### src/bam_pkg.sv
package bam_pkg;

  // ----------------------------------------
  // widths that carry a meaning
  // ----------------------------------------

  // avalon word address, passed through unaligned
  typedef logic [31:0] addr_t;

  // burst length, legal values 1 to 8
  typedef logic [3:0]  burst_t;

  // number of low address bits a command may use
  typedef logic [4:0]  win_t;

  // apb side
  typedef logic [7:0]  apb_addr_t;
  typedef logic [31:0] reg_t;

  // ----------------------------------------
  // command controller states
  // ----------------------------------------
  typedef enum logic [1:0] {
    CMD_IDLE = 2'b00,
    CMD_POP  = 2'b01,
    CMD_WR   = 2'b10,
    CMD_RD   = 2'b11
  } cmd_state_t;

  // ----------------------------------------
  // register map
  // ----------------------------------------
  localparam apb_addr_t REG_CTRL     = 8'h00;
  localparam apb_addr_t REG_WINDOW   = 8'h04;
  localparam apb_addr_t REG_BLOCKED  = 8'h08;
  localparam apb_addr_t REG_CPL_USED = 8'h0C;

  // 64k words open after reset
  localparam win_t WINDOW_RESET = 5'd16;

endpackage

### src/bam_csr.sv
`timescale 1ns/1ps

module bam_csr import bam_pkg::*; #(
  parameter int CPL_DEPTH = 16
) (
  input  logic                         clk,
  input  logic                         srst_reg,

  // apb configuration port
  input  logic                         psel_i,
  input  logic                         penable_i,
  input  logic                         pwrite_i,
  input  apb_addr_t                    paddr_i,
  input  reg_t                         pwdata_i,
  output reg_t                         prdata_o,
  output logic                         pready_o,
  output logic                         pslverr_o,

  // status from the datapath
  input  logic                         blocked_pulse_i,
  input  logic [$clog2(CPL_DEPTH):0]   cpl_used_i,

  // configuration to the command controller
  output logic                         enable_o,
  output win_t                         window_o
);

  logic apb_access;
  logic apb_write;
  logic known_addr;
  logic enable_q;
  win_t window_q;
  reg_t blocked_cnt;

  // no wait states, every access phase completes
  assign apb_access = psel_i & penable_i;
  assign apb_write  = apb_access & pwrite_i;
  assign pready_o   = apb_access;

  // ----------------------------------------
  // read mux and address decode
  // ----------------------------------------
  always_comb begin
    prdata_o   = '0;
    known_addr = 1'b1;
    case (paddr_i)
      REG_CTRL:     prdata_o = reg_t'(enable_q);
      REG_WINDOW:   prdata_o = reg_t'(window_q);
      REG_BLOCKED:  prdata_o = blocked_cnt;
      REG_CPL_USED: prdata_o = reg_t'(cpl_used_i);
      default:      known_addr = 1'b0;
    endcase
  end

  assign pslverr_o = apb_access & ~known_addr;

  // ----------------------------------------
  // writable registers
  // ----------------------------------------
  always_ff @(posedge clk) begin
    if (srst_reg) begin
      enable_q <= 1'b0;
      window_q <= WINDOW_RESET;
    end else if (apb_write) begin
      case (paddr_i)
        REG_CTRL:   enable_q <= pwdata_i[0];
        REG_WINDOW: window_q <= pwdata_i[4:0];
        default: ;
      endcase
    end
  end

  // blocked command count, any write to the register clears it
  always_ff @(posedge clk) begin
    if (srst_reg) begin
      blocked_cnt <= '0;
    end else if (apb_write && (paddr_i == REG_BLOCKED)) begin
      blocked_cnt <= '0;
    end else if (blocked_pulse_i) begin
      blocked_cnt <= blocked_cnt + 1'b1;
    end
  end

  assign enable_o = enable_q;
  assign window_o = window_q;

endmodule

### src/bam_cmd_ctrl.sv
`timescale 1ns/1ps

module bam_cmd_ctrl import bam_pkg::*; #(
  parameter int DATA_W    = 64,
  parameter int CPL_DEPTH = 16
) (
  input  logic                         clk,
  input  logic                         srst_reg,

  // configuration and credit
  input  logic                         enable_i,
  input  win_t                         window_i,
  input  logic [$clog2(CPL_DEPTH):0]   cpl_free_i,

  // command fifo, show-ahead
  input  logic                         cmd_empty_i,
  input  logic                         cmd_is_wr_i,
  input  addr_t                        cmd_addr_i,
  input  burst_t                       cmd_burst_i,
  input  logic [DATA_W/8-1:0]          cmd_be_i,
  output logic                         cmd_rreq_o,

  // write data fifo, show-ahead
  input  logic [DATA_W-1:0]            wdata_i,
  input  logic [DATA_W/8-1:0]          wbe_i,
  output logic                         wdata_rreq_o,

  // avalon request side
  output logic                         avm_write_o,
  output logic                         avm_read_o,
  output addr_t                        avm_address_o,
  output logic [DATA_W-1:0]            avm_writedata_o,
  output logic [DATA_W/8-1:0]          avm_byteenable_o,
  output burst_t                       avm_burstcount_o,
  input  logic                         avm_waitrequest_i,

  // status and read reservation
  output logic                         blocked_pulse_o,
  output logic                         rd_issue_o,
  output burst_t                       rd_burst_o,
  output logic                         rd_blocked_o
);

  localparam int BE_W = DATA_W / 8;

  cmd_state_t          state_q;
  cmd_state_t          state_d;
  burst_t              beat_cnt;
  logic                credit_ok;
  logic                cmd_start;
  logic                out_of_win;

  // command fields latched at pop
  addr_t               addr_q;
  burst_t              burst_q;
  logic [BE_W-1:0]     be_q;
  logic                blocked_q;

  // ----------------------------------------
  // start condition
  // ----------------------------------------
  // writes need no credit, reads need room for the whole burst
  assign credit_ok = cmd_is_wr_i | (32'(cpl_free_i) >= 32'(cmd_burst_i));
  assign cmd_start = enable_i & ~cmd_empty_i & ~avm_waitrequest_i & credit_ok;

  // any address bit at or above the window blocks the command
  assign out_of_win = |(cmd_addr_i >> window_i);

  // ----------------------------------------
  // state machine
  // ----------------------------------------
  always_comb begin
    state_d = state_q;
    case (state_q)
      CMD_IDLE: begin
        if (cmd_start) begin
          state_d = CMD_POP;
        end
      end
      // head is still valid here, so the type comes straight from the fifo
      CMD_POP:  state_d = cmd_is_wr_i ? CMD_WR : CMD_RD;
      CMD_WR: begin
        if (beat_cnt == burst_t'(1)) begin
          state_d = CMD_IDLE;
        end
      end
      CMD_RD:   state_d = CMD_IDLE;
      default:  state_d = CMD_IDLE;
    endcase
  end

  always_ff @(posedge clk) begin
    if (srst_reg) begin
      state_q  <= CMD_IDLE;
      beat_cnt <= '0;
    end else begin
      state_q <= state_d;
      if (state_q == CMD_POP) begin
        beat_cnt <= cmd_burst_i;
      end else if (state_q == CMD_WR) begin
        beat_cnt <= beat_cnt - 1'b1;
      end
    end
  end

  always_ff @(posedge clk) begin
    if (state_q == CMD_POP) begin
      addr_q    <= cmd_addr_i;
      burst_q   <= cmd_burst_i;
      be_q      <= cmd_be_i;
      blocked_q <= out_of_win;
    end
  end

  assign cmd_rreq_o      = (state_q == CMD_POP);
  assign wdata_rreq_o    = (state_q == CMD_WR);
  assign blocked_pulse_o = (state_q == CMD_POP) & out_of_win;

  // credit is reserved while in CMD_RD, before the next start check
  assign rd_issue_o   = (state_q == CMD_RD);
  assign rd_burst_o   = burst_q;
  assign rd_blocked_o = blocked_q;

  // ----------------------------------------
  // registered avalon request
  // ----------------------------------------
  always_ff @(posedge clk) begin
    if (srst_reg) begin
      avm_write_o <= 1'b0;
      avm_read_o  <= 1'b0;
    end else begin
      avm_write_o <= (state_q == CMD_WR) & ~blocked_q;
      avm_read_o  <= (state_q == CMD_RD) & ~blocked_q;
    end
  end

  always_ff @(posedge clk) begin
    avm_address_o    <= addr_q;
    avm_burstcount_o <= burst_q;
    avm_writedata_o  <= wdata_i;
    // reads carry the command byte enables, writes the per-beat ones
    avm_byteenable_o <= (state_q == CMD_RD) ? be_q : wbe_i;
  end

endmodule

### src/bam_cpl_buffer.sv
`timescale 1ns/1ps

module bam_cpl_buffer import bam_pkg::*; #(
  parameter int DATA_W    = 64,
  parameter int CPL_DEPTH = 16
) (
  input  logic                         clk,
  input  logic                         srst_reg,

  // read reservation from the command controller
  input  logic                         rd_issue_i,
  input  burst_t                       rd_burst_i,
  input  logic                         rd_blocked_i,

  // avalon read return
  input  logic [DATA_W-1:0]            avm_readdata_i,
  input  logic                         avm_readdatavalid_i,
  input  logic [1:0]                   avm_response_i,

  // completion port
  input  logic                         cpl_rdreq_i,
  output logic [DATA_W-1:0]            cpl_rdata_o,
  output logic                         cpl_err_o,
  output logic                         cpl_valid_o,

  // credit level
  output logic [$clog2(CPL_DEPTH):0]   cpl_free_o,
  output logic [$clog2(CPL_DEPTH):0]   cpl_used_o
);

  localparam int PTR_W = $clog2(CPL_DEPTH);
  localparam int CNT_W = PTR_W + 1;

  // entry is {err, data}
  logic [DATA_W:0]     mem [CPL_DEPTH];
  logic [DATA_W:0]     wr_entry;
  logic [DATA_W:0]     rd_entry_q;
  logic [PTR_W-1:0]    wr_ptr;
  logic [PTR_W-1:0]    rd_ptr;

  logic                rdv_q;
  logic [DATA_W-1:0]   rdata_q;
  logic                rerr_q;

  logic [CNT_W-1:0]    blk_pending;
  logic [CNT_W-1:0]    used_q;
  logic                fill_en;
  logic                wr_en;

  // ----------------------------------------
  // read return stage
  // ----------------------------------------
  always_ff @(posedge clk) begin
    if (srst_reg) begin
      rdv_q <= 1'b0;
    end else begin
      rdv_q <= avm_readdatavalid_i;
    end
  end

  always_ff @(posedge clk) begin
    rdata_q <= avm_readdata_i;
    rerr_q  <= |avm_response_i;
  end

  // blocked reads fill error words in gaps of slave data
  assign fill_en  = ~rdv_q & (blk_pending != '0);
  assign wr_en    = rdv_q | fill_en;
  assign wr_entry = rdv_q ? {rerr_q, rdata_q} : {1'b1, {DATA_W{1'b0}}};

  always_ff @(posedge clk) begin
    if (srst_reg) begin
      blk_pending <= '0;
    end else begin
      blk_pending <= blk_pending
                   + ((rd_issue_i && rd_blocked_i) ? CNT_W'(rd_burst_i) : CNT_W'(0))
                   - (fill_en ? CNT_W'(1) : CNT_W'(0));
    end
  end

  // ----------------------------------------
  // memory and pointers
  // ----------------------------------------
  always_ff @(posedge clk) begin
    if (wr_en) begin
      mem[wr_ptr] <= wr_entry;
    end
    if (cpl_rdreq_i) begin
      rd_entry_q <= mem[rd_ptr];
    end
  end

  always_ff @(posedge clk) begin
    if (srst_reg) begin
      wr_ptr <= '0;
      rd_ptr <= '0;
    end else begin
      if (wr_en) begin
        wr_ptr <= wr_ptr + 1'b1;
      end
      if (cpl_rdreq_i) begin
        rd_ptr <= rd_ptr + 1'b1;
      end
    end
  end

  assign cpl_valid_o = wr_en;
  assign cpl_rdata_o = rd_entry_q[DATA_W-1:0];
  assign cpl_err_o   = rd_entry_q[DATA_W];

  // credits held from reservation until the consumer reads the entry
  always_ff @(posedge clk) begin
    if (srst_reg) begin
      used_q <= '0;
    end else begin
      used_q <= used_q
              + (rd_issue_i ? CNT_W'(rd_burst_i) : CNT_W'(0))
              - (cpl_rdreq_i ? CNT_W'(1) : CNT_W'(0));
    end
  end

  assign cpl_used_o = used_q;
  assign cpl_free_o = CNT_W'(CPL_DEPTH) - used_q;

endmodule

### src/bam_top.sv
`timescale 1ns/1ps

module bam_top import bam_pkg::*; #(
  parameter int DATA_W    = 64,
  parameter int CPL_DEPTH = 16
) (
  input  logic                  clk,
  input  logic                  srst_reg,

  // apb configuration
  input  logic                  psel_i,
  input  logic                  penable_i,
  input  logic                  pwrite_i,
  input  apb_addr_t             paddr_i,
  input  reg_t                  pwdata_i,
  output reg_t                  prdata_o,
  output logic                  pready_o,
  output logic                  pslverr_o,

  // command fifo
  input  logic                  cmd_empty_i,
  input  logic                  cmd_is_wr_i,
  input  addr_t                 cmd_addr_i,
  input  burst_t                cmd_burst_i,
  input  logic [DATA_W/8-1:0]   cmd_be_i,
  output logic                  cmd_rreq_o,

  // write data fifo
  input  logic [DATA_W-1:0]     wdata_i,
  input  logic [DATA_W/8-1:0]   wbe_i,
  output logic                  wdata_rreq_o,

  // avalon master
  output logic                  avm_write_o,
  output logic                  avm_read_o,
  output addr_t                 avm_address_o,
  output logic [DATA_W-1:0]     avm_writedata_o,
  output logic [DATA_W/8-1:0]   avm_byteenable_o,
  output burst_t                avm_burstcount_o,
  input  logic                  avm_waitrequest_i,
  input  logic [DATA_W-1:0]     avm_readdata_i,
  input  logic                  avm_readdatavalid_i,
  input  logic [1:0]            avm_response_i,

  // completion port
  input  logic                  cpl_rdreq_i,
  output logic [DATA_W-1:0]     cpl_rdata_o,
  output logic                  cpl_err_o,
  output logic                  cpl_valid_o
);

  localparam int CNT_W = $clog2(CPL_DEPTH) + 1;

  // ----------------------------------------
  // internal wires
  // ----------------------------------------
  logic              enable;
  win_t              window;
  logic              blocked_pulse;
  logic              rd_issue;
  burst_t            rd_burst;
  logic              rd_blocked;
  logic [CNT_W-1:0]  cpl_free;
  logic [CNT_W-1:0]  cpl_used;

  bam_csr #(
    .CPL_DEPTH (CPL_DEPTH)
  ) u_csr (
    .clk             (clk),
    .srst_reg        (srst_reg),
    .psel_i          (psel_i),
    .penable_i       (penable_i),
    .pwrite_i        (pwrite_i),
    .paddr_i         (paddr_i),
    .pwdata_i        (pwdata_i),
    .prdata_o        (prdata_o),
    .pready_o        (pready_o),
    .pslverr_o       (pslverr_o),
    .blocked_pulse_i (blocked_pulse),
    .cpl_used_i      (cpl_used),
    .enable_o        (enable),
    .window_o        (window)
  );

  bam_cmd_ctrl #(
    .DATA_W    (DATA_W),
    .CPL_DEPTH (CPL_DEPTH)
  ) u_cmd_ctrl (
    .clk               (clk),
    .srst_reg          (srst_reg),
    .enable_i          (enable),
    .window_i          (window),
    .cpl_free_i        (cpl_free),
    .cmd_empty_i       (cmd_empty_i),
    .cmd_is_wr_i       (cmd_is_wr_i),
    .cmd_addr_i        (cmd_addr_i),
    .cmd_burst_i       (cmd_burst_i),
    .cmd_be_i          (cmd_be_i),
    .cmd_rreq_o        (cmd_rreq_o),
    .wdata_i           (wdata_i),
    .wbe_i             (wbe_i),
    .wdata_rreq_o      (wdata_rreq_o),
    .avm_write_o       (avm_write_o),
    .avm_read_o        (avm_read_o),
    .avm_address_o     (avm_address_o),
    .avm_writedata_o   (avm_writedata_o),
    .avm_byteenable_o  (avm_byteenable_o),
    .avm_burstcount_o  (avm_burstcount_o),
    .avm_waitrequest_i (avm_waitrequest_i),
    .blocked_pulse_o   (blocked_pulse),
    .rd_issue_o        (rd_issue),
    .rd_burst_o        (rd_burst),
    .rd_blocked_o      (rd_blocked)
  );

  bam_cpl_buffer #(
    .DATA_W    (DATA_W),
    .CPL_DEPTH (CPL_DEPTH)
  ) u_cpl_buffer (
    .clk                 (clk),
    .srst_reg            (srst_reg),
    .rd_issue_i          (rd_issue),
    .rd_burst_i          (rd_burst),
    .rd_blocked_i        (rd_blocked),
    .avm_readdata_i      (avm_readdata_i),
    .avm_readdatavalid_i (avm_readdatavalid_i),
    .avm_response_i      (avm_response_i),
    .cpl_rdreq_i         (cpl_rdreq_i),
    .cpl_rdata_o         (cpl_rdata_o),
    .cpl_err_o           (cpl_err_o),
    .cpl_valid_o         (cpl_valid_o),
    .cpl_free_o          (cpl_free),
    .cpl_used_o          (cpl_used)
  );

endmodule

### config.mk
export PLATFORM = sky130hd
export DESIGN_NAME = bam_top
export DESIGN_NICKNAME = d
export VERILOG_FILES = /design/src/bam_pkg.sv /design/src/bam_csr.sv /design/src/bam_cmd_ctrl.sv /design/src/bam_cpl_buffer.sv /design/src/bam_top.sv
export SDC_FILE = /design/constraint.sdc
export NUM_CORES = 1
export LEC_CHECK = 0
export BUFFER_PORTS_ARGS = -buffer_cell sky130_fd_sc_hd__buf_2
export CAP_MARGIN = 20
export CORE_MARGIN = 4
export CORE_UTILIZATION = 43
export DETAILED_ROUTE_END_ITERATION = 10
export PLACE_DENSITY = 0.71
export SLEW_MARGIN = 40
export SYNTH_ARGS = -nofsm -noshare
export SYNTH_HDL_FRONTEND = slang
export SYNTH_SLANG_ARGS = --single-unit
### constraint.sdc
create_clock -name clk -period 6.6 [get_ports clk]
set_input_delay 1.32 -clock clk [delete_from_list [all_inputs] [get_ports clk]]
set_output_delay 1.32 -clock clk [all_outputs]
set_load 0.02 [all_outputs]
==> metrics.txt <==
clk root buf sky130_fd_sc_hd__clkbuf_16; area overhead of the layout relative to synthesis 17.4%; Cell Area, Synth about 50000 µm²; Top Ports about 440; final net count 3161; setup repair after global routing missed its margin false; result of the run finished, final reports clean; Synth Net Count between 2000 and 3000; residual DRC count 0; count of mapped cells out of synthesis 2404; max_slew headroom around two fifths; worst-case vdd ir drop ~0.00032 V; count of input and output buffers between 400 and 500; Hold Violations, Final 0; floorplan row count roughly 130; Max Clock Skew ~0.040 ns; commonest non-fill, non-tap cell in the layout sky130_fd_sc_hd__edfxtp_1; CTS tree yes; count of H-tree levels built during CTS 4; total clock sinks around 1400; startpoint type of the worst setup path primary input; number of post-CTS setup repair buffers 0; Post-Synthesis Mean Instance Area 21.2 µm²; top cells by area, synth sky130_fd_sc_hd__edfxtp_1, sky130_fd_sc_hd__mux4_2, sky130_fd_sc_hd__dfxtp_1; type of the most critical hold path reg -> reg; ratio of cells with drive above 1 in the final layout about a third; MaxCap Viol Count 0; clock-pin slew reported for the worst setup and hold paths after clock tree synthesis 0.06 ns; required time of the worst setup path 5.28 ns; final worst path period need 4.34 ns; vias after detailed routing around 25000; transition at the pin with the smallest max-transition slack 0.868 ns; share of Yosys cell area claimed by the top area cell type 67.8%; number of global-route vias before repair between 20000 and 30000; library cell with the largest summed area after synthesis sky130_fd_sc_hd__edfxtp_1; total count of max-transition violations in the final report 0; leakage power figure around 20 nW; initial antenna violation count 15; remaining global-route overflow 0; Post-synth EDFFs approximately 1200; crit path kind in -> out; Final setup viols 0; overall die area approximately 120000 µm²; count of instances resized after the clock tree is built 0; dpl hpwl between 60000 and 70000 µm; die outline width 352 µm; CTS Hold Bufs 0; drt initial violations roughly 2200; die boundary height roughly 350 µm; top library cells by usage in the layout, fill and taps aside sky130_fd_sc_hd__edfxtp_1, sky130_fd_sc_hd__buf_2, sky130_fd_sc_hd__mux4_2; Worst Setup End Kind output port; overall routed net length between 100000 and 150000 µm; flip-flop and latch count after synthesis between 1000 and 1500; area of the core 118000 µm²; number of fill cells in the layout 9266; Clk Latency, worst-skew pair 0.77 ns; final critical-path share of the clock period about two thirds; minimum hold slack 0.338 ns; total power density per cell area 359 nW/µm²; global-route wire length before repair 168000 µm; highest fanout seen on the critical path 21; top flip-flop cell by instance count after synthesis sky130_fd_sc_hd__edfxtp_1; cts bufs inserted about 140; FFs w/ async S/R, synth 0%; Initial DRT Pass Iterations 5; total of warnings raised by yosys 0; arrival time reported for the critical path endpoint 3.02 ns; Routed wire per std cell around 25 µm; gr usage total a little under a fifth; Starting Density between 40% and 50%; placer's final routability congestion estimate a little under 0.8; count of distinct cell types in the synthesized netlist 62; share of the yosys chip area belonging to registers between 70 and 80%; per-cell via count in the routed design 5.45; fmax roughly 0.23 GHz; buffer levels on the longest clock path 3; maximum number of pins on one net before global-route repair between 100 and 150; Routed Antenna Nets 0; Setup TNS Final 0 ns
==> final cells by class <==
cell class                      instances  area (µm²)  area share [%]
Tap cell                             1536        1920            3.21
Clock buffer                          197        3880            6.50
Timing Repair Buffer                  462        2730            4.57
Multi-Input combinational cell        849       11100            18.5
Inverter                               51         191           0.320
Sequential cell                      1388       39300            65.7
Antenna cell                            6        15.0          0.0251
Clock inverter                         66         672            1.12
==> per-stage QoR <==
step           setup slack (ns)  std cells  area, µm²  power, mW  utilization (%)
6_report                   2.26       4555      59800       21.5             50.8
5_1_grt                    2.02       4552      59800       22.4             50.8
4_1_cts                    2.08       4547      59700       21.7             50.7
3_5_place_dp               2.09       4284      55200       13.9             46.9
3_3_place_gp               1.98       4278      55000       13.8             46.7
2_1_floorplan             0.466       2404      50900       12.8                -
==> layer usage <==
metal / wire [µm] / track usage [%] / part of all wire, %
met5: 106 / 0 / 0.093
met4: 2560 / 5.69 / 2.3
met3: 7430 / 3.85 / 6.5
met2: 55700 / 29.6 / 49
met1: 48000 / 25.0 / 42
==> sequential cells by signal (all words and copies together) (netlist names) <==
signal                       count
u_cmd_ctrl.beat_cnt              4
u_cmd_ctrl.rd_burst_o            4
u_cpl_buffer.wr_ptr              4
u_cpl_buffer.rerr_q              1
u_cmd_ctrl.avm_burstcount_o      4
u_cpl_buffer.rdv_q               1
u_cpl_buffer.rd_ptr              4
u_cpl_buffer.rdata_q            64
u_csr.blocked_cnt               32
u_csr.enable_o                   1
u_cmd_ctrl.state_q               2
u_cmd_ctrl.rd_blocked_o          1
u_cmd_ctrl.avm_byteenable_o      8
u_cmd_ctrl.be_q                  8
u_cmd_ctrl.addr_q               32
u_cmd_ctrl.avm_write_o           1
u_cmd_ctrl.avm_address_o        32
u_cpl_buffer.mem              1040
u_cpl_buffer.rd_entry_q         65
u_cpl_buffer.cpl_used_o          5
u_cmd_ctrl.avm_writedata_o      64
u_csr.window_o                   5
u_cmd_ctrl.avm_read_o            1
u_cpl_buffer.blk_pending         5
==> final timing paths <==
check                       startpoint  slack (ns)  depth (start not counted)                          end
setup / recovery            paddr_i[1]        2.26                          7                 prdata_o[31]
setup reg to reg     u_csr.window_o[0]        3.40                         10        u_csr.blocked_cnt[24]
hold reg to reg   u_cmd_ctrl.addr_q[7]        0.34                          0  u_cmd_ctrl.avm_address_o[7]
hold / removal    u_cmd_ctrl.addr_q[7]        0.34                          0  u_cmd_ctrl.avm_address_o[7]
==> report_power, final <==
part           switching, mW  leakage [nW]  internal (mW)  total, mW
clock network           3.29          2.20           4.54       7.83
logic                   1.67          5.28           1.13       2.80
registers              0.268          12.7           10.6       10.8
total                   5.23          20.2           16.2       21.5
==> synth_stat cells, types with 2 or more instances <==
| cell | instances |
|---|---|
| sky130_fd_sc_hd__nand2_1 | 35 |
| sky130_fd_sc_hd__dfxtp_1 | 238 |
| sky130_fd_sc_hd__mux2_2 | 16 |
| sky130_fd_sc_hd__or4_1 | 23 |
| sky130_fd_sc_hd__nor3_1 | 12 |
| sky130_fd_sc_hd__a22oi_1 | 4 |
| sky130_fd_sc_hd__and3_1 | 11 |
| sky130_fd_sc_hd__fa_1 | 2 |
| sky130_fd_sc_hd__o31ai_1 | 20 |
| sky130_fd_sc_hd__o21ai_0 | 13 |
| sky130_fd_sc_hd__and2_1 | 95 |
| sky130_fd_sc_hd__nor2_1 | 62 |
| sky130_fd_sc_hd__xnor2_1 | 8 |
| sky130_fd_sc_hd__clkbuf_1 | 84 |
| sky130_fd_sc_hd__xor2_1 | 9 |
| sky130_fd_sc_hd__a21o_1 | 7 |
| sky130_fd_sc_hd__buf_2 | 2 |
| sky130_fd_sc_hd__mux4_2 | 327 |
| sky130_fd_sc_hd__a2111oi_0 | 2 |
| sky130_fd_sc_hd__ha_1 | 33 |
| sky130_fd_sc_hd__a32oi_1 | 4 |
| sky130_fd_sc_hd__edfxtp_1 | 1150 |
| sky130_fd_sc_hd__a211oi_1 | 2 |
| sky130_fd_sc_hd__a21oi_4 | 2 |
| sky130_fd_sc_hd__or4b_2 | 2 |
| sky130_fd_sc_hd__buf_1 | 20 |
| sky130_fd_sc_hd__nand4_1 | 10 |
| sky130_fd_sc_hd__nor3b_1 | 4 |
| sky130_fd_sc_hd__o211ai_1 | 3 |
| sky130_fd_sc_hd__mux2i_1 | 24 |
| sky130_fd_sc_hd__a32o_1 | 2 |
| sky130_fd_sc_hd__inv_1 | 51 |
| sky130_fd_sc_hd__nor4_1 | 6 |
| sky130_fd_sc_hd__or2_2 | 2 |
| sky130_fd_sc_hd__and4_1 | 3 |
| sky130_fd_sc_hd__buf_6 | 8 |
| sky130_fd_sc_hd__nand2b_1 | 7 |
| sky130_fd_sc_hd__or3_1 | 9 |
| sky130_fd_sc_hd__nand3_1 | 17 |
| sky130_fd_sc_hd__a21oi_1 | 43 |
| sky130_fd_sc_hd__o21a_1 | 2 |
| sky130_fd_sc_hd__o31a_1 | 2 |
| sky130_fd_sc_hd__nor2b_1 | 9 |
==> critical path, cell delays in order <==
cell and delay (ns):
sky130_fd_sc_hd__buf_2 0.09, sky130_fd_sc_hd__nor4_1 0.40, sky130_fd_sc_hd__nand2_1 0.27, sky130_fd_sc_hd__nor3b_4 0.36, sky130_fd_sc_hd__buf_4 0.26, sky130_fd_sc_hd__and2_1 0.15, sky130_fd_sc_hd__buf_2 0.16
==> cells by family after synthesis <==
logic type / count (synthesis) / synth area share, %
flops: 1388 / 77.1
mux: 368 / 15.3
simple gates: 312 / 3.40
buf+inv: 167 / 1.39
compound gates: 117 / 1.57
fa+ha+maj: 35 / 0.889
xor+xnor: 17 / 0.292
No activity file was read; power rests on OpenSTA's default activity.
